$ cat src/source/soc_pkg.sv
// Shared definitions for the peripheral system
// Bus word and request/response structs, address map,
// register offsets and interrupt vector positions

package soc_pkg;

	// Bus types
	typedef logic [31:0] word_t;
	typedef logic [3:0]  sel_t;

	// Master request, held steady until ack or err
	typedef struct packed {
		word_t adr;
		word_t dat;
		sel_t  sel;
		logic  we;
		logic  cyc;
		logic  stb;
	} wb_req_t;

	// Slave response
	typedef struct packed {
		word_t dat;
		logic  ack;
	} wb_rsp_t;

	//------------------------------------------------------------------------
	// Address map
	//------------------------------------------------------------------------
	localparam int SLAVE_COUNT = 3;
	localparam int REGION_BITS = 15;

	// Slave slots on the decoder
	localparam int SLAVE_BRAM  = 0;
	localparam int SLAVE_TIMER = 1;
	localparam int SLAVE_GPIO  = 2;

	// Compared against adr[31:17]
	localparam logic [REGION_BITS-1:0] REGION_BRAM  = 15'h0000;
	localparam logic [REGION_BITS-1:0] REGION_TIMER = 15'h7001;
	localparam logic [REGION_BITS-1:0] REGION_GPIO  = 15'h7002;

	localparam int BRAM_ADR_WIDTH = 10;

	// Word offset field of a register address, adr[4:2]
	localparam int REG_OFFSET_BITS = 3;

	//------------------------------------------------------------------------
	// Timer registers
	//------------------------------------------------------------------------
	localparam int TIMER_CHANNELS  = 2;
	localparam int TIMER_TCR       = 0;
	localparam int TIMER_COMPARE   = 1;
	localparam int TIMER_COUNTER   = 2;
	localparam int TIMER_CH_STRIDE = 3;

	// TCR bits
	localparam int TCR_EN    = 0;
	localparam int TCR_AR    = 1;
	localparam int TCR_IRQEN = 2;
	localparam int TCR_TRIG  = 3;

	// GPIO registers
	localparam int GPIO_IN      = 0;
	localparam int GPIO_OUT     = 1;
	localparam int GPIO_OE      = 2;
	localparam int GPIO_MASK    = 3;
	localparam int GPIO_PENDING = 4;

	// Interrupt vector positions
	localparam int IRQ_UART   = 0;
	localparam int IRQ_TIMER0 = 1;
	localparam int IRQ_GPIO   = 2;
	localparam int IRQ_TIMER1 = 3;

	localparam int SEG_REFRESH_BITS = 8;

	// Byte selects widened to a bit mask
	function automatic word_t sel_mask(sel_t sel);
		return {{8{sel[3]}}, {8{sel[2]}}, {8{sel[1]}}, {8{sel[0]}}};
	endfunction

endpackage
$ cat src/source/gpio_sevenseg.sv
// Four-digit seven-segment display driver
// Time-multiplexed hex digits, anodes and segments active low

module gpio_sevenseg (
	input  logic        clk_i,
	input  logic        reset_i,
	input  logic [15:0] value_i,
	output logic [6:0]  seg_o,
	output logic [3:0]  an_o
);

	// Two extra bits above the refresh period select the digit
	logic [soc_pkg::SEG_REFRESH_BITS+1:0] refresh_q;
	logic [1:0]                           digit;

	// Hex glyph, bit 0 is segment a, bit 6 is segment g
	function automatic logic [6:0] glyph(logic [3:0] nibble);
		logic [6:0] lit;
		case (nibble)
			4'h0: lit = 7'h3f;
			4'h1: lit = 7'h06;
			4'h2: lit = 7'h5b;
			4'h3: lit = 7'h4f;
			4'h4: lit = 7'h66;
			4'h5: lit = 7'h6d;
			4'h6: lit = 7'h7d;
			4'h7: lit = 7'h07;
			4'h8: lit = 7'h7f;
			4'h9: lit = 7'h6f;
			4'ha: lit = 7'h77;
			4'hb: lit = 7'h7c;
			4'hc: lit = 7'h39;
			4'hd: lit = 7'h5e;
			4'he: lit = 7'h79;
			default: lit = 7'h71;
		endcase
		// Board segments are active low
		return ~lit;
	endfunction

	assign digit = refresh_q[soc_pkg::SEG_REFRESH_BITS+1:soc_pkg::SEG_REFRESH_BITS];

	// Anode and glyph registered together so they never disagree
	always_ff @(posedge clk_i) begin
		if (reset_i) begin
			refresh_q <= '0;
			an_o      <= 4'hf;
			seg_o     <= 7'h7f;
		end else begin
			refresh_q <= refresh_q + 1'b1;
			an_o      <= ~(4'b0001 << digit);
			seg_o     <= glyph(value_i[4*digit +: 4]);
		end
	end

endmodule

$ cat config.mk
export PLATFORM = sky130hd
export DESIGN_NAME = gpio_sevenseg
export DESIGN_NICKNAME = d
export VERILOG_FILES = /design/src/source/soc_pkg.sv /design/src/source/gpio_sevenseg.sv
export SDC_FILE = /design/constraint.sdc
export NUM_CORES = 1
export LEC_CHECK = 0
export ABC_AREA = 1
export BUFFER_PORTS_ARGS = -buffer_cell sky130_fd_sc_hd__buf_2
export CAP_MARGIN = 20
export CORE_UTILIZATION = 52
export CTS_CLUSTER_DIAMETER = 50
export CTS_CLUSTER_SIZE = 25
export DETAILED_ROUTE_END_ITERATION = 6
export PLACE_DENSITY = 0.85
export SYNTH_ARGS = -nofsm -noshare
export SYNTH_HDL_FRONTEND = slang
export SYNTH_SLANG_ARGS = --single-unit
$ cat constraint.sdc
create_clock -name clk_i -period 1.8 [get_ports clk_i]
set_clock_uncertainty 0.05 [all_clocks]
set_input_delay 0.18 -clock clk_i [delete_from_list [all_inputs] [get_ports clk_i]]
set_output_delay 0.18 -clock clk_i [all_outputs]
set_load 0.01 [all_outputs]
==> summary.md <==
| Metric | Value |
|---|---|
| Status | `completed` |
| Layout cell share with drive strength beyond 1 | `30.14%` |
| I/O pin cnt | `29` |
| Post-synth top cells | `nand2_1, nand3_1, dfxtp_1` |
| Combinational group share of total power | `16.6%` |
| CP Max Fanout | `8` |
| Yosys warns | `0` |
| Syn_area_per_cell | `7.062 µm²` |
| Initial antenna violation count | `0` |
| Nets@finish | `235` |
| Net Sw Frac | `26.83%` |
| Int Pwr | `625.6 µW` |
| Buffers on Ports | `28` |
| HPWL Detailed | `1912 µm` |
| CTS tree | `done` |
| H-Tree Depth | `1` |
| Routed WL | `2348 µm` |
| Number of global-route vias before repair | `1116` |
| Seq cells post-synth | `21` |
| Clock power frac | `26.0%` |
| EDFF count, synth | `0` |
| CP Launch Type | `flip-flop` |
| Antenna Cells | `0` |
| Compound-Gate Fraction of Synth Area | `2.903%` |
| Ys async rst share | `0%` |
| DRC viols | `0` |
| Largest net degree at the start of global routing | `15` |
| Synth Net Count | `202` |
| Clk root buf | `clkbuf_4` |
| Post-route ant nets | `0` |
| PwrDens | `593.7 nW/µm²` |
| Synth top area share | `33.63%` |
| Psw | `229.4 µW` |
| Worst hold path type | `primary input to flip-flop` |
| Crit Path Category | `flip-flop to flip-flop` |
| Die Ht | `51.03 µm` |
| Die area | `2604 µm²` |
| RSZ-0062 raised after global routing | `no` |
| Critical path arrival | `1760 ps` |
| Max VDD drop | `490.3 µV` |
| Post-synthesis sequential area ratio | `33.63%` |
| Max-slew violations | `0` |
| Worst hold margin | `86.48 ps` |
| Flop pwr share | `57.4%` |
| Final setup fails | `0` |
| Synth Area in Adders | `7.007%` |
| Initial Utilization | `55.97%` |
| Vias post-DR | `1159` |
| Max_cap viols | `0` |
| Netlist cell types | `23` |
| # clock sinks | `21` |
| Proportion of synthesized area in mux cells | `0%` |
| Clock Latency Late Sink | `300 ps` |
| Worst Max-Slew Pin Slew | `422.3 ps` |
| Worst setup margin | `164.1 ps` |
| First-pass GRT wire length | `4347 µm` |
| Post-Route Setup TNS | `0 ps` |
| Gr ovfl total | `0` |
| Hold Vio Cnt, Final | `0` |
| Gpl congestion | `0.8530` |
| WL/cell | `9.907 µm` |
| Area leader, netlist | `dfxtp_1` |
| Largest family of logic cells by synthesized area | `simple AND/OR/NAND/NOR gates` |
| Peak Freq | `611.3 MHz` |
| Die X | `51.03 µm` |
| Register clock-pin slew on the reported worst setup and hold paths | `120 ps` |
| Number of DRC markers in iteration 0 | `18` |
| Post-Synthesis Cells | `177` |
| Period utilisation layout | `90.88%` |
| Simple-gate share of the synthesized area | `44.84%` |
| Worst EP required | `1930 ps` |
| CTS Buf Count | `3` |
| Synth Flop Type | `dfxtp_1` |
| Min Tclk post-route | `1636 ps` |
| First-pass iteration count of the detailed router | `4` |
| Row cnt | `17` |
| Leakage | `0.7579 nW` |
| Total Routing Usage GR | `21.79%` |
| DR vias/cell | `4.890` |
| Slew HR | `71.82%` |
| Synth Cell Area | `1250 µm²` |
| Top cells by area, synth | `dfxtp_1, nand2_1, nand3_1` |
| Pre-CTS setup slack | `63.64 ps` |
| CORE AREA | `2233 µm²` |
| P&R area growth vs syn | `15.22%` |
| XOR/XNOR Fraction of Synth Area | `1.401%` |
| Most instantiated library cell after synthesis | `nand2_1` |
| Clock Path Buffers | `2` |
| CP Capture Type | `flip-flop` |
-- what timing repair did --
action                     4_1_cts  5_1_grt
setup buffers                    0        0
setup endpoints to repair        0        5
resized for setup                0        2
hold buffers                     0        0
-- path summary, 6_finish.rpt --
path / start / end / slack, ps / cells past startpoint
worst max-delay path: refresh_q[8]$_SDFF_PP0_ / seg_o[0]$_SDFF_PP1_ / 160 / 10
worst min-delay path: reset_i / refresh_q[0]$_SDFF_PP0_ / 90 / 2
worst max register to register: refresh_q[8]$_SDFF_PP0_ / seg_o[0]$_SDFF_PP1_ / 160 / 10
worst min register to register: refresh_q[0]$_SDFF_PP0_ / refresh_q[0]$_SDFF_PP0_ / 410 / 1
-- placed cells by master, fill, tap and decap left out --
master	instances
nand2_1	52
buf_2	28
nand3_1	23
nor2_1	19
dfxtp_1	19
inv_1	15
nand2_2	11
ha_1	7
buf_4	5
inv_2	4
nand2_4	4
o21ai_0	3
a21oi_1	3
clkbuf_4	3
nor2_4	2
dfxtp_2	2
nor2_2	1
nand2_8	1
nand3_2	1
clkinv_1	1
a31oi_1	1
xor2_1	1
xnor2_1	1
nand4_1	1
clkinv_2	1
-- layout make-up --
type	instances	area, µm²
Fill cell	230	793.3
Multi-Input combinational cell	131	701.9
Sequential cell	21	422.9
Timing Repair Buffer	33	177.7
Inverter	20	75.07
Tap cell	28	35.03
Clock buffer	3	22.52
Clock inverter	1	5.005
-- state kept, by name (all words and copies together) (netlist names) --
signal     count
an_o           4
refresh_q     10
seg_o          7
-- worst max-delay path, stage by stage (launching register included) --
cell     delay, ps
dfxtp_2        430
inv_2           70
nand3_1         70
nand2_1         80
nor2_4         170
inv_1          100
ha_1           250
inv_1           60
nand3_1         70
nand3_1         90
nand3_1         70
-- metrics by stage --
stage               total power [mW]  instance area (µm²)  util [%]  cells
floorplan                     0.6012                 1250         -    177
finish                        0.8549                 1440     64.48    237
CTS                           0.8642                 1438     64.37    237
global route                  0.9120                 1440     64.48    237
detailed placement            0.6447                 1410     63.14    233
global placement              0.6407                 1410     63.14    233
-- per-layer routing --
metal / global-route usage [%] / routed length (µm)
met3: 3.869 / 68
met2: 39.04 / 1144
met1: 25.18 / 1100
met5: 0 / 0
met4: 8.796 / 34
-- cells by family (layout without fill, tap and decap cells) --
group,after synthesis,count (layout)
and+or+nand+nor,115,115
buffers and inverters,25,57
DFF,21,21
adders and majority gates,7,7
AOI/OAI and AO/OA,7,7
xor gates and xnor gates,2,2
-- power by group through the flow --
stage	sequential, mW	clock [mW]	combinational, mW
final	0.491	0.222	0.142
after global routing	0.493	0.257	0.162
after CTS	0.491	0.230	0.143
after detailed placement	0.502	0	0.143
after global placement	0.501	0	0.140
after floorplan	0.509	0	0.0924
(Power assumes the default switching activity.)
