File: src/source/soc_pkg.sv
// Shared definitions for the peripheral system
// Bus word and request/response structs, address map,
// register offsets and interrupt vector positions

package soc_pkg;

	// Bus types
	typedef logic [31:0] word_t;
	typedef logic [3:0]  sel_t;

	// Master request, held steady until ack or err
	typedef struct packed {
		word_t adr;
		word_t dat;
		sel_t  sel;
		logic  we;
		logic  cyc;
		logic  stb;
	} wb_req_t;

	// Slave response
	typedef struct packed {
		word_t dat;
		logic  ack;
	} wb_rsp_t;

	//------------------------------------------------------------------------
	// Address map
	//------------------------------------------------------------------------
	localparam int SLAVE_COUNT = 3;
	localparam int REGION_BITS = 15;

	// Slave slots on the decoder
	localparam int SLAVE_BRAM  = 0;
	localparam int SLAVE_TIMER = 1;
	localparam int SLAVE_GPIO  = 2;

	// Compared against adr[31:17]
	localparam logic [REGION_BITS-1:0] REGION_BRAM  = 15'h0000;
	localparam logic [REGION_BITS-1:0] REGION_TIMER = 15'h7001;
	localparam logic [REGION_BITS-1:0] REGION_GPIO  = 15'h7002;

	localparam int BRAM_ADR_WIDTH = 10;

	// Word offset field of a register address, adr[4:2]
	localparam int REG_OFFSET_BITS = 3;

	//------------------------------------------------------------------------
	// Timer registers
	//------------------------------------------------------------------------
	localparam int TIMER_CHANNELS  = 2;
	localparam int TIMER_TCR       = 0;
	localparam int TIMER_COMPARE   = 1;
	localparam int TIMER_COUNTER   = 2;
	localparam int TIMER_CH_STRIDE = 3;

	// TCR bits
	localparam int TCR_EN    = 0;
	localparam int TCR_AR    = 1;
	localparam int TCR_IRQEN = 2;
	localparam int TCR_TRIG  = 3;

	// GPIO registers
	localparam int GPIO_IN      = 0;
	localparam int GPIO_OUT     = 1;
	localparam int GPIO_OE      = 2;
	localparam int GPIO_MASK    = 3;
	localparam int GPIO_PENDING = 4;

	// Interrupt vector positions
	localparam int IRQ_UART   = 0;
	localparam int IRQ_TIMER0 = 1;
	localparam int IRQ_GPIO   = 2;
	localparam int IRQ_TIMER1 = 3;

	localparam int SEG_REFRESH_BITS = 8;

	// Byte selects widened to a bit mask
	function automatic word_t sel_mask(sel_t sel);
		return {{8{sel[3]}}, {8{sel[2]}}, {8{sel[1]}}, {8{sel[0]}}};
	endfunction

endpackage
File: src/source/wb_gpio.sv
// Wishbone GPIO block
// IN, OUT, OE, MASK and PENDING registers, two-flop input
// synchroniser and masked rising-edge interrupts

module wb_gpio (
	input  logic             clk_i,
	input  logic             reset_i,
	input  soc_pkg::wb_req_t req_i,
	output soc_pkg::wb_rsp_t rsp_o,
	input  soc_pkg::word_t   gpio_i,
	output soc_pkg::word_t   gpio_o,
	output soc_pkg::word_t   gpio_oe_o,
	output logic             intr_o
);

	logic [soc_pkg::REG_OFFSET_BITS-1:0] offset;
	logic           access;
	logic           wr;
	logic           ack_q;
	soc_pkg::word_t wmask;
	soc_pkg::word_t rdata;
	soc_pkg::word_t dat_q;

	// Input pipe and edge detect
	soc_pkg::word_t sync1_q;
	soc_pkg::word_t sync2_q;
	soc_pkg::word_t prev_q;
	soc_pkg::word_t rise;

	// Registers
	soc_pkg::word_t out_q;
	soc_pkg::word_t oe_q;
	soc_pkg::word_t mask_q;
	soc_pkg::word_t pending_q;
	soc_pkg::word_t clear;

	assign offset = req_i.adr[soc_pkg::REG_OFFSET_BITS+1:2];
	assign access = req_i.cyc & req_i.stb & ~ack_q;
	assign wr     = access & req_i.we;
	assign wmask  = soc_pkg::sel_mask(req_i.sel);
	assign rise   = sync2_q & ~prev_q;

	// Write-one-to-clear on PENDING
	assign clear = (wr && offset == soc_pkg::GPIO_PENDING) ? (req_i.dat & wmask) : '0;

	always_ff @(posedge clk_i) begin
		if (reset_i) begin
			sync1_q   <= '0;
			sync2_q   <= '0;
			prev_q    <= '0;
			out_q     <= '0;
			oe_q      <= '0;
			mask_q    <= '0;
			pending_q <= '0;
			ack_q     <= 1'b0;
		end else begin
			sync1_q <= gpio_i;
			sync2_q <= sync1_q;
			prev_q  <= sync2_q;
			ack_q   <= access;
			// A new edge beats a clear in the same cycle
			pending_q <= (pending_q & ~clear) | (rise & mask_q);
			if (wr && offset == soc_pkg::GPIO_OUT)
				out_q <= (out_q & ~wmask) | (req_i.dat & wmask);
			if (wr && offset == soc_pkg::GPIO_OE)
				oe_q <= (oe_q & ~wmask) | (req_i.dat & wmask);
			if (wr && offset == soc_pkg::GPIO_MASK)
				mask_q <= (mask_q & ~wmask) | (req_i.dat & wmask);
		end
	end

	// Read mux, IN shows the synchronised pins
	always_comb begin
		case (offset)
			soc_pkg::GPIO_IN:      rdata = sync2_q;
			soc_pkg::GPIO_OUT:     rdata = out_q;
			soc_pkg::GPIO_OE:      rdata = oe_q;
			soc_pkg::GPIO_MASK:    rdata = mask_q;
			soc_pkg::GPIO_PENDING: rdata = pending_q;
			default:               rdata = '0;
		endcase
	end

	always_ff @(posedge clk_i) begin
		if (access)
			dat_q <= rdata;
	end

	assign rsp_o.dat = dat_q;
	assign rsp_o.ack = ack_q;
	assign gpio_o    = out_q;
	assign gpio_oe_o = oe_q;
	assign intr_o    = |pending_q;

endmodule

File: config.mk
export PLATFORM = sky130hd
export DESIGN_NAME = wb_gpio
export DESIGN_NICKNAME = d
export VERILOG_FILES = /design/src/source/soc_pkg.sv /design/src/source/wb_gpio.sv
export SDC_FILE = /design/constraint.sdc
export NUM_CORES = 1
export LEC_CHECK = 0
export BUFFER_PORTS_ARGS = -buffer_cell sky130_fd_sc_hd__buf_2
export CAP_MARGIN = 5
export CORE_ASPECT_RATIO = 1.5
export CORE_UTILIZATION = 50
export DETAILED_ROUTE_END_ITERATION = 6
export HOLD_SLACK_MARGIN = 0.03
export PLACE_DENSITY = 0.73
export RECOVER_POWER = 100
export SYNTH_ARGS = -nofsm -noshare
export SYNTH_HDL_FRONTEND = slang
export SYNTH_SLANG_ARGS = --single-unit
File: constraint.sdc
create_clock -name clk_i -period 3.13 [get_ports clk_i]
set_input_delay 0.626 -clock clk_i [delete_from_list [all_inputs] [get_ports clk_i]]
set_output_delay 0.626 -clock clk_i [all_outputs]
set_load 0.01 [all_outputs]
==> reports/qor.tcl <==
set qor(fp-row-count) 64
set qor(netlist-cell-type-count) 32
set qor(htree_depth) 1
set qor(grt.total_usage_pct) 23.5
set qor(data_arrival_time_of_the_worst_path_ns) 2.99
set qor(path_clk_slew_ns) 0.06
set qor(report.final.setup_viol) 0
set qor(vias) 7545
set qor(hp-class) {in2reg}
set qor(synth_top_area_cell) {sky130_fd_sc_hd__dfxtp_1}
set qor(final_max_slew_viol_count) 39
set qor(postSynthAreaPerCell_um2) 11.0
set qor(irDropWorstVdd_mv) 0.471
set qor(initialDrtViolationCount) 412
set qor(totalWireLength_um) 25300
set qor(drtPass1Iterations) 5
set qor(nNetsFinal) 1206
set qor(dieHeight_um) 178
set qor(worst_path_max_delay_cell) {sky130_fd_sc_hd__clkbuf_1}
set qor(core_area_mm2) 0.0203
set qor(finalClockSkew_ns) 0.0125
set qor(layout-drive-gt1-share_pct) 15.7
set qor(starting_density_pct) 51.0
set qor(combinational_family_with_the_most_area_after_synthesis) {simple AND/OR/NAND/NOR gates}
set qor(wl_per_cell_um) 18.3
set qor(number_of_buffers_inserted_during_clock_tree_synthesis) 25
set qor(timing.max_slew.rel_slack_pct) -18.6
set qor(rr_worst_depth) 2
set qor(synthCells) 946
set qor(yosys.cell_count.top_type) {sky130_fd_sc_hd__dfxtp_1}
set qor(area_fraction_in_compound_gates_after_synthesis_pct) 10.3
set qor(dpl-instance-area_mm2) 0.0115
set qor(drc_errors) 0
set qor(async_reset_ff_share_pct) 0
set qor(element_type_at_the_critical_path_end) {flip-flop}
set qor(hold_viol_final) 0
set qor(grt_max_degree) 82
set qor(synth.mux.area_fraction_pct) 12.7
set qor(grt.overflow.total) 0
set qor(io-pin-count) 203
set qor(cp_cell_sequence) {buf_2 > clkbuf_4 > clkbuf_1 > nor3b_1 > a21oi_1 > o22ai_1}
set qor(cts_tree) {yes}
set qor(synth_top_cell_area_share_pct) 43.4
set qor(cts_setup_buffers) 0
set qor(cts.sinks) 257
set qor(tightestPinTransition_ns) 1.78
set qor(final.period_utilization_pct) 88.8
set qor(synth.yosys.seq_area_share_pct) 52.7
set qor(yosys.area_share.adder_pct) 0
set qor(netlist_top_cells_count) {sky130_fd_sc_hd__dfxtp_1, sky130_fd_sc_hd__nand2b_1, sky130_fd_sc_hd__nor2b_1, sky130_fd_sc_hd__mux2i_1, sky130_fd_sc_hd__a22oi_1}
set qor(ys_warnings) 0
set qor(clkLatencyLatePin_ns) 0.53
set qor(edff_count_synth) 32
set qor(area.growth.synth_to_final_pct) 17.1
set qor(wl_met3_um) 1340
set qor(syn-cell-area_mm2) 0.0104
set qor(die_w_um) 120
set qor(synth-main-ff-cell) {sky130_fd_sc_hd__dfxtp_1}
set qor(cts.path.max_buffers) 3
set qor(ctsResizeCount) 0
set qor(grt_pass1_vias) 7398
set qor(globalplace.congestion) 0.788
set qor(grt_antenna_before_repair) 3
set qor(total_met2_wirelength_after_detailed_routing_um) 12800
set qor(dr.max_layer_used) {met5}
set qor(power.density_mw_per_mm2) 559
set qor(die_area_mm2) 0.0213
set qor(place_hpwl_um) 16900
set qor(vias_per_cell) 5.45
set qor(finalSetupTns_ns) 0
set qor(grt_setup_unrepaired) {no}
set qor(drv_cap) 1
set qor(hold_buffers) 0
set qor(placement.io_buffers) 173
set qor(timing.critical_path.required_ns) 3.34
set qor(criticalPathCategory) {in2reg}
set qor(violations) {capacitance limit, slew limit}
set qor(stdcell_area_mm2) 0.0121
set qor(min_period_ns) 2.78
set qor(synthSimpleGateAreaFrac_pct) 20.4
set qor(post_synth_main_area_contributors) {sky130_fd_sc_hd__dfxtp_1, sky130_fd_sc_hd__mux2i_1, sky130_fd_sc_hd__edfxtp_1}
set qor(leakage_nw) 4.98
set qor(critical_path.max_stage_delay_ns) 1.33
set qor(critical_path.startpoint_type) {input pin}
set qor(met1_length_um) 10500
set qor(outcome) {finished, violations left}
set qor(cts_root_buf) {sky130_fd_sc_hd__clkbuf_16}
set qor(ys_ff_latch) 257
set qor(detail-route-antenna-nets) 0
set qor(first_pass_grt_wire_length_um) 39100
set qor(min_delay_path_depth) 2
set qor(clock.fmax_mhz) 360
set qor(xor_and_xnor_area_share_after_synthesis_pct) 0
set qor(maximum_fanout_count_along_the_critical_path) 39
set qor(syn-num-nets) 1051
[placed cells by master, fill, tap and decap left out, drive strengths merged, types with 8 or more instances in the layout]
master,n
nor2b,98
nor4,8
edfxtp,32
buf,84
nand2,11
dfxtp,225
clkbuf,146
nand3b,32
nand2b,128
inv,33
mux2,31
o31ai,32
mux2i,97
o22ai,32
a22oi,56
a21oi,38
[report_power, final]
group	switching, mW	total, mW	internal, mW
registers	0.0295	3.43	3.40
logic	0.231	0.381	0.150
clock network	1.25	2.97	1.72
[final timing paths]
path                          start                      to  slack [ns]
max                       req_i[42]     dat_q[21]$_DFFE_PN_        0.35
min                      gpio_i[21]  sync1_q[21]$_SDFF_PP0_        0.31
max reg2reg        ack_q$_SDFF_PP0_      dat_q[6]$_DFFE_PN_        0.63
min reg2reg  sync1_q[11]$_SDFF_PP0_  sync2_q[11]$_SDFF_PP0_        0.43
[per-layer routing]
metal | vias up | GRT usage [%]
met4 | 2 | 9.06
li1 | 3646 | -
met2 | 231 | 42.4
met1 | 3611 | 27.8
met5 | - | 0
met3 | 55 | 3.80
[cells by family (layout without fill, tap and decap cells)]
| logic type | Yosys count | after routing |
|---|---|---|
| AOI/OAI and AO/OA | 160 | 160 |
| DFF | 257 | 257 |
| muxes | 128 | 128 |
| other | 0 | 2 |
| buffers and inverters | 95 | 268 |
| and+or+nand+nor | 306 | 306 |
[area by class of cell]
| class | count | area [um^2] |
|---|---|---|
| diodes | 2 | 5.00 |
| clock buffers | 39 | 748 |
| clock inverters | 6 | 61.3 |
| fillers | 1842 | 8200 |
| inverters | 32 | 120 |
| multi-input cells | 594 | 4520 |
| flip-flops and latches | 257 | 5470 |
| well taps | 264 | 330 |
| repair buffers | 191 | 893 |
[critical path, delay by kind of cell]
kind                   cells  cell delay [ns]
AND/OR/NAND/NOR            1             0.15
buffers and inverters      3             1.83
AO/OA/AOI/OAI              2             0.35
[stage by stage]
| step | utilization (%) | hold slack (ns) | setup WS (ns) | cells | power (mW) |
|---|---|---|---|---|---|
| after detailed placement | 56.6 | 0.422 | 0.721 | 1338 | 3.90 |
| final | 59.7 | 0.305 | 0.352 | 1385 | 6.79 |
| after floorplan | - | 0.414 | 0.468 | 946 | 3.74 |
| after global routing | 59.7 | 0.303 | 0.206 | 1383 | 7.01 |
| after CTS | 60.5 | 0.288 | 0.418 | 1383 | 6.85 |
| after global placement | 56.6 | 0.418 | 0.769 | 1338 | 3.89 |
No activity file was read; power rests on OpenSTA's default activity.
