`src/source/soc_pkg.sv`:
```
// Shared definitions for the peripheral system
// Bus word and request/response structs, address map,
// register offsets and interrupt vector positions

package soc_pkg;

	// Bus types
	typedef logic [31:0] word_t;
	typedef logic [3:0]  sel_t;

	// Master request, held steady until ack or err
	typedef struct packed {
		word_t adr;
		word_t dat;
		sel_t  sel;
		logic  we;
		logic  cyc;
		logic  stb;
	} wb_req_t;

	// Slave response
	typedef struct packed {
		word_t dat;
		logic  ack;
	} wb_rsp_t;

	//------------------------------------------------------------------------
	// Address map
	//------------------------------------------------------------------------
	localparam int SLAVE_COUNT = 3;
	localparam int REGION_BITS = 15;

	// Slave slots on the decoder
	localparam int SLAVE_BRAM  = 0;
	localparam int SLAVE_TIMER = 1;
	localparam int SLAVE_GPIO  = 2;

	// Compared against adr[31:17]
	localparam logic [REGION_BITS-1:0] REGION_BRAM  = 15'h0000;
	localparam logic [REGION_BITS-1:0] REGION_TIMER = 15'h7001;
	localparam logic [REGION_BITS-1:0] REGION_GPIO  = 15'h7002;

	localparam int BRAM_ADR_WIDTH = 10;

	// Word offset field of a register address, adr[4:2]
	localparam int REG_OFFSET_BITS = 3;

	//------------------------------------------------------------------------
	// Timer registers
	//------------------------------------------------------------------------
	localparam int TIMER_CHANNELS  = 2;
	localparam int TIMER_TCR       = 0;
	localparam int TIMER_COMPARE   = 1;
	localparam int TIMER_COUNTER   = 2;
	localparam int TIMER_CH_STRIDE = 3;

	// TCR bits
	localparam int TCR_EN    = 0;
	localparam int TCR_AR    = 1;
	localparam int TCR_IRQEN = 2;
	localparam int TCR_TRIG  = 3;

	// GPIO registers
	localparam int GPIO_IN      = 0;
	localparam int GPIO_OUT     = 1;
	localparam int GPIO_OE      = 2;
	localparam int GPIO_MASK    = 3;
	localparam int GPIO_PENDING = 4;

	// Interrupt vector positions
	localparam int IRQ_UART   = 0;
	localparam int IRQ_TIMER0 = 1;
	localparam int IRQ_GPIO   = 2;
	localparam int IRQ_TIMER1 = 3;

	localparam int SEG_REFRESH_BITS = 8;

	// Byte selects widened to a bit mask
	function automatic word_t sel_mask(sel_t sel);
		return {{8{sel[3]}}, {8{sel[2]}}, {8{sel[1]}}, {8{sel[0]}}};
	endfunction

endpackage
```
`src/source/wb_decoder.sv`:
```
// Wishbone address decoder for one master and the mapped slaves
// Region compare, per-slave cyc/stb gating, response mux
// and the error answer for unmapped addresses

module wb_decoder (
	input  logic                                           clk_i,
	input  logic                                           reset_i,
	input  soc_pkg::wb_req_t                               bus_i,
	output soc_pkg::wb_rsp_t                               bus_o,
	output logic                                           err_o,
	output soc_pkg::wb_req_t [soc_pkg::SLAVE_COUNT-1:0]    slave_req_o,
	input  soc_pkg::wb_rsp_t [soc_pkg::SLAVE_COUNT-1:0]    slave_rsp_i
);

	logic [soc_pkg::REGION_BITS-1:0] region;
	logic [soc_pkg::SLAVE_COUNT-1:0] hit;
	logic [soc_pkg::SLAVE_COUNT-1:0] ack_vec;
	logic                            unmapped;
	logic                            err_q;

	//------------------------------------------------------------------------
	// Region decode
	//------------------------------------------------------------------------
	// Upper address bits pick the slave
	assign region = bus_i.adr[31:32-soc_pkg::REGION_BITS];

	assign hit[soc_pkg::SLAVE_BRAM]  = (region == soc_pkg::REGION_BRAM);
	assign hit[soc_pkg::SLAVE_TIMER] = (region == soc_pkg::REGION_TIMER);
	assign hit[soc_pkg::SLAVE_GPIO]  = (region == soc_pkg::REGION_GPIO);
	assign unmapped = ~|hit;

	// Same request to all slaves, strobes only where the region matches
	always_comb begin
		for (int s = 0; s < soc_pkg::SLAVE_COUNT; s++) begin
			slave_req_o[s]     = bus_i;
			slave_req_o[s].cyc = bus_i.cyc & hit[s];
			slave_req_o[s].stb = bus_i.stb & hit[s];
		end
	end

	// Response of the addressed slave
	always_comb begin
		bus_o = '0;
		for (int s = 0; s < soc_pkg::SLAVE_COUNT; s++) begin
			ack_vec[s] = slave_rsp_i[s].ack;
			if (hit[s])
				bus_o = slave_rsp_i[s];
		end
	end

	//------------------------------------------------------------------------
	// Unmapped access
	//------------------------------------------------------------------------
	// One-cycle err, same latency as a slave ack
	always_ff @(posedge clk_i) begin
		if (reset_i)
			err_q <= 1'b0;
		else
			err_q <= bus_i.cyc & bus_i.stb & unmapped & ~err_q;
	end

	assign err_o = err_q;

	// Only the addressed slave may answer
	a_one_ack: assert property (@(posedge clk_i) disable iff (reset_i)
		$onehot0(ack_vec));

	// Master never sees both terminations
	a_ack_err: assert property (@(posedge clk_i) disable iff (reset_i)
		!(bus_o.ack && err_o));

endmodule

```
`config.mk`:
```
export PLATFORM = sky130hd
export DESIGN_NAME = wb_decoder
export DESIGN_NICKNAME = d
export VERILOG_FILES = /design/src/source/soc_pkg.sv /design/src/source/wb_decoder.sv
export SDC_FILE = /design/constraint.sdc
export NUM_CORES = 1
export LEC_CHECK = 0
export BUFFER_PORTS_ARGS = -buffer_cell sky130_fd_sc_hd__buf_2
export CAP_MARGIN = 10
export CORE_AREA = 2 2 163 165
export DETAILED_ROUTE_END_ITERATION = 12
export DIE_AREA = 0 0 165 167
export GPL_ROUTABILITY_DRIVEN = 0
export PLACE_DENSITY_LB_ADDON = 0.25
export SKIP_CTS_REPAIR_TIMING = 1
export SYNTH_ARGS = -nofsm -noshare
export SYNTH_HDL_FRONTEND = slang
export SYNTH_SLANG_ARGS = --single-unit
```
`constraint.sdc`:
```
create_clock -name clk_i -period 2.2 [get_ports clk_i]
set_clock_uncertainty 0.1 [all_clocks]
set_input_delay 0.11 -clock clk_i [delete_from_list [all_inputs] [get_ports clk_i]]
set_output_delay 0.11 -clock clk_i [all_outputs]
set_load 0.02 [all_outputs]
```
==> flow_summary.toml, run 1 <==
[outcome]
status = "finished clean"

[logic_synthesis]
synth-async-reset-ratio_pct = 0
synth_fp_nets = 558
yosysSeqAreaShare_pct = 0.755
synth_common_cells = "buf_4 (211), nor2_1 (36), a21oi_1 (33), a2bb2oi_1 (33), nor3_1 (25)"
synth_edf_count = 0
yosys_most_used_dff = "dfxtp_1"
synth_cell_types = 23
syn_area_per_cell_um2 = 6.87
synth_most_common_cell = "buf_4"
synth_area_leader_cell = "buf_4"
yosysWarnings = 0
synth_seq_cells = 1
syn_inst = 386
synth_area_leaders = "buf_4 (60%), a2bb2oi_1 (11%), a21oi_1 (6.2%), nor2_1 (5.1%), nor3_1 (4.7%)"
netlist_area_mm2 = 0.00265
netlist.area_leader.share_pct = 59.7

[critical_path]
crit_path_max_fanout = 19
cp-endpoint = "bus_o[14]"
crit_top_cell = "buf_2"
crit_slowest_cell = "nor4_2"
worstPathRequired_ns = 1.99
r2r_start = "err_o$_SDFF_PP0_"
ff2ff_path_depth = 3
rrSetupSlack_ns = 1.38
path_class = "in2out"
path_delay_family = "simple AND/OR/NAND/NOR gates"
critPathLaunch = "bus_i[63]"
critPathLaunchType = "input port"
path_cells = "buf_2, nor4_2, and4_2, buf_4, a2bb2oi_1, nor2_1, buf_2"
crit_cells = 7
r2r_end = "err_o$_SDFF_PP0_"
crit_path_end_kind = "output port"
max_stage_delay_ns = 0.42
cp.arrival_ns = 1.74
path_buf_inv = 3

[placement]
io_buffers = 202
dpl.hpwl_um = 8100
dp_cells = 702

[layout]
final_cells = 702
largest_reg_flops = 1
syn2layout_area_growth_pct = -4.25
drive_above_1_share_pct = 62.4
fin_nets = 541
utilization_pct = 9.86
antennaDiodeCount = 0

[sta]
drv_slew = 0
setup_viol = 0
min_period_ns = 1.95
rsz0062_at_grt = "false"
setup-tns-final_ns = 0
fmax_mhz = 512
period_share_pct = 88.9
worst_pin_slew_ns = 0.486
relSlewSlack_pct = 67.6
hold_viol_final = 0

[route]
drt-pass1-iter-count = 4
avgViaCountPerCell = 3.21
antenna_left = 0
vias = 2256
remaining_drc_errors = 0
finalWirelength_um = 9800
drtIter0Drc = 78
wl_per_cell_um = 14.0

[grt]
grt_pass1_wl_um = 13300
grt_pass1_vias = 2217
grt_usage_pct = 6.27
grt_max_degree = 39
overflow = 0
grt_antenna_before_repair = 0

[power]
peakVddDrop_mv = 0.0502
power.density_mw_per_mm2 = 139
power_uw = 353
cellLeakagePower_uw = 0.00123

[floorplanning]
rows = 59
die_height_um = 167
io-pin-count = 419
coreArea_mm2 = 0.0258
start_util_pct = 10.3
die_w_um = 165
dieArea_mm2 = 0.0276

[hold_path]
hold_class = "in2out"

[clock_tree]
clk_latency_ns = 0

[job]
maxCapViolCount = 0
==> where the power goes <==
group,internal [uW],switching (uW)
Combinational,151,182
Sequential,19.3,0.440
Clock,0,0
Total,170,182
==> worst min path at each step <==
stage,startpoint,end,slack (ns),cells past startpoint
6_report,bus_i[49],slave_req_o[191],0.12,0
5_1_grt,bus_i[27],slave_req_o[27],0.12,0
4_1_cts,bus_i[39],slave_req_o[39],0.12,0
3_5_place_dp,bus_i[39],slave_req_o[39],0.12,0
3_3_place_gp,bus_i[39],slave_req_o[39],0.12,0
2_1_floorplan,bus_i[1],err_o$_SDFF_PP0_,0.15,2
==> through the flow <==
stage	hold slack, ns	cell area [um2]	setup slack, ns
6_report	0.120	2540	0.245
5_1_grt	0.120	2540	0.0577
4_1_cts	0.120	2540	0.168
3_5_place_dp	0.120	2540	0.177
3_3_place_gp	0.120	2540	0.212
2_1_floorplan	0.145	2650	0.722
==> final cells by class <==
class                      instances  area, um2
timing repair buffer             211       1120
tap                              335        419
fill                            3061      23200
inverter                           1       3.75
sequential                         1       20.0
multi-input combinational        154        981
==> cell families (layout without fill, tap and decap cells) <==
kind of cell	Yosys count	in the layout	synth area share (%)
AOI/OAI and AO/OA	67	67	17.5
buffers and inverters	231	212	63.3
DFF	1	1	0.755
and+or+nand+nor	87	87	18.4
==> cells in the final DEF, fill, tap and decap left out <==
| cell | instances |
|---|---|
| buf_4 | 6 |
| nand3_1 | 1 |
| inv_2 | 1 |
| o21ba_1 | 1 |
| a21oi_1 | 33 |
| a2bb2oi_1 | 33 |
| nor4_1 | 1 |
| and2_1 | 4 |
| buf_2 | 202 |
| nand4_4 | 1 |
| nor4_2 | 1 |
| nor4_4 | 1 |
| and4_2 | 1 |
| buf_12 | 3 |
| nor2_1 | 36 |
| nor2b_4 | 2 |
| nand2b_2 | 1 |
| dfxtp_1 | 1 |
| nor3_2 | 10 |
| nor3_1 | 25 |
| and3_1 | 3 |
==> routing by layer <==
layer,vias to the layer above,track usage (%),part of all wire (%),wire length [um]
met5,-,0,0,0
met4,0,3.59,6.2,606
met1,988,6.33,34,3360
met2,161,11.4,49,4810
li1,1043,-,-,-
met3,64,1.79,10,1030
Note: power is estimated with default switching activity, not from simulation.
==> run 2, diff against run 1 <==
--- a/config.mk
+++ b/config.mk
@@ -6,10 +6,11 @@
 export NUM_CORES = 1
 export LEC_CHECK = 0
 export BUFFER_PORTS_ARGS = -buffer_cell sky130_fd_sc_hd__buf_2
-export CAP_MARGIN = 10
-export CORE_AREA = 2 2 163 165
+export CELL_PAD_IN_SITES_DETAIL_PLACEMENT = 1
+export CELL_PAD_IN_SITES_GLOBAL_PLACEMENT = 2
+export CORE_AREA = 2 2 161 163
 export DETAILED_ROUTE_END_ITERATION = 12
-export DIE_AREA = 0 0 165 167
+export DIE_AREA = 0 0 163 165
 export GPL_ROUTABILITY_DRIVEN = 0
 export PLACE_DENSITY_LB_ADDON = 0.25
 export SKIP_CTS_REPAIR_TIMING = 1
==> flow_summary.toml, run 2 (synthesis results as in run 1) <==
[outcome]
status = "finished clean"

[route]
finalWirelength_um = 10600
avgViaCountPerCell = 3.22
vias = 2250
drtIter0Drc = 57
remaining_drc_errors = 0
drt-pass1-iter-count = 4
antenna_left = 0
wl_per_cell_um = 15.2

[layout]
antennaDiodeCount = 0
final_cell_mix = "buf_2 (202), nor2_1 (36), a21oi_1 (33), a2bb2oi_1 (33), nor3_1 (25)"
largest_reg_flops = 1
fin_area_mm2 = 0.00250
final_common_cell = "buf_2"
fillCellCount = 3123
fin_nets = 542
syn2layout_area_growth_pct = -5.61
drive_above_1_share_pct = 62.5

[hold_path]
whs_path_depth = 0
whs_endpoint = "slave_req_o[22]"
hold_class = "in2out"
hp-start = "bus_i[22]"

[critical_path]
cp.arrival_ns = 1.71
rrSetupSlack_ns = 1.38
crit_path_max_fanout = 21
path_delay_family = "simple AND/OR/NAND/NOR gates"
ff2ff_path_depth = 3
crit_path_end_kind = "output port"
critPathLaunch = "bus_i[63]"
path_buf_inv = 3
r2r_start = "err_o$_SDFF_PP0_"
path_class = "in2out"
max_stage_delay_ns = 0.44
critPathLaunchType = "input port"
crit_top_cell = "buf_2"
r2r_end = "err_o$_SDFF_PP0_"
crit_slowest_cell = "nor4_2"
worstPathRequired_ns = 1.99
path_cells = "buf_2, nor4_2, and4_2, buf_4, a2bb2oi_1, nor2_1, buf_2"

[sta]
rsz0062_at_grt = "false"
drv_slew = 0
hold_viol_final = 0
setup-tns-final_ns = 0
worst_pin_slew_ns = 0.504
min_period_ns = 1.92
setup_ws_ns = 0.277
setup_viol = 0
relSlewSlack_pct = 66.4
fmax_mhz = 520
period_share_pct = 87.4

[power]
cellLeakagePower_uw = 0.00122
peakVddDrop_mv = 0.0594
power.density_mw_per_mm2 = 140

[grt]
busiest_layer = "met2"
grt_pass1_wl_um = 14900
grt_max_degree = 40
overflow = 0
met1_usage_pct = 8.29
grt_pass1_vias = 2408
grt_antenna_before_repair = 0
use_met3_pct = 1.23
met2_usage_pct = 12.5
grt_usage_pct = 7.12

[floorplanning]
die_w_um = 163
dieArea_mm2 = 0.0269
rows = 58
start_util_pct = 10.6
coreArea_mm2 = 0.0250
io-pin-count = 419
die_height_um = 165

[placement]
dpl.hpwl_um = 8690
place_area_mm2 = 0.00250
post-place-ws_ns = 0.208
io_buffers = 202

[clock_tree]
clk_latency_ns = 0

[job]
maxCapViolCount = 0
[run 2: cell count changes in the layout (fill, tap and decap cells not counted)]
cell,before,now
buf_12,3,0
buf_4,6,10
[run 2: where the power goes]
| part | switching [uW] | internal (uW) |
|---|---|---|
| logic | 186 | 145 |
| registers | 0.394 | 19.3 |
| clock network | 0 | 0 |
[run 2: worst reg2reg max path: cells and delay by family (launching register included)]
kind / cells / cell delay, ns
flops: 1 / 0.29
simple gates: 3 / 0.34
[run 2: through the flow]
step                      std cells  hold WS (ns)  utilization, %  power, uW
after floorplan                 386         0.145               -        644
after global placement          698         0.120            10.0        359
after detailed placement        698         0.120            10.0        358
after CTS                       698         0.120            10.0        360
after global routing            698         0.120            10.0        379
final                           698         0.120            10.0        350
[run 2: layer usage]
layer,up-vias,share of wire (%)
met1,1002,38
met3,60,8.9
met2,142,48
met5,-,0
li1,1046,-
met4,0,5.3
[run 2: worst max path at each step]
stage                            to  cells past startpoint
after floorplan           bus_o[10]                      5
final                     bus_o[16]                      7
after global routing      bus_o[16]                      7
after CTS                 bus_o[17]                      7
after detailed placement  bus_o[17]                      7
after global placement    bus_o[16]                      7
[run 2: final cells by class]
type	count	area (um2)	area share (%)
multi-input cells	154	981	39.2
well taps	330	413	16.5
repair buffers	212	1090	43.4
inverters	1	3.75	0.150
flip-flops and latches	1	20.0	0.800
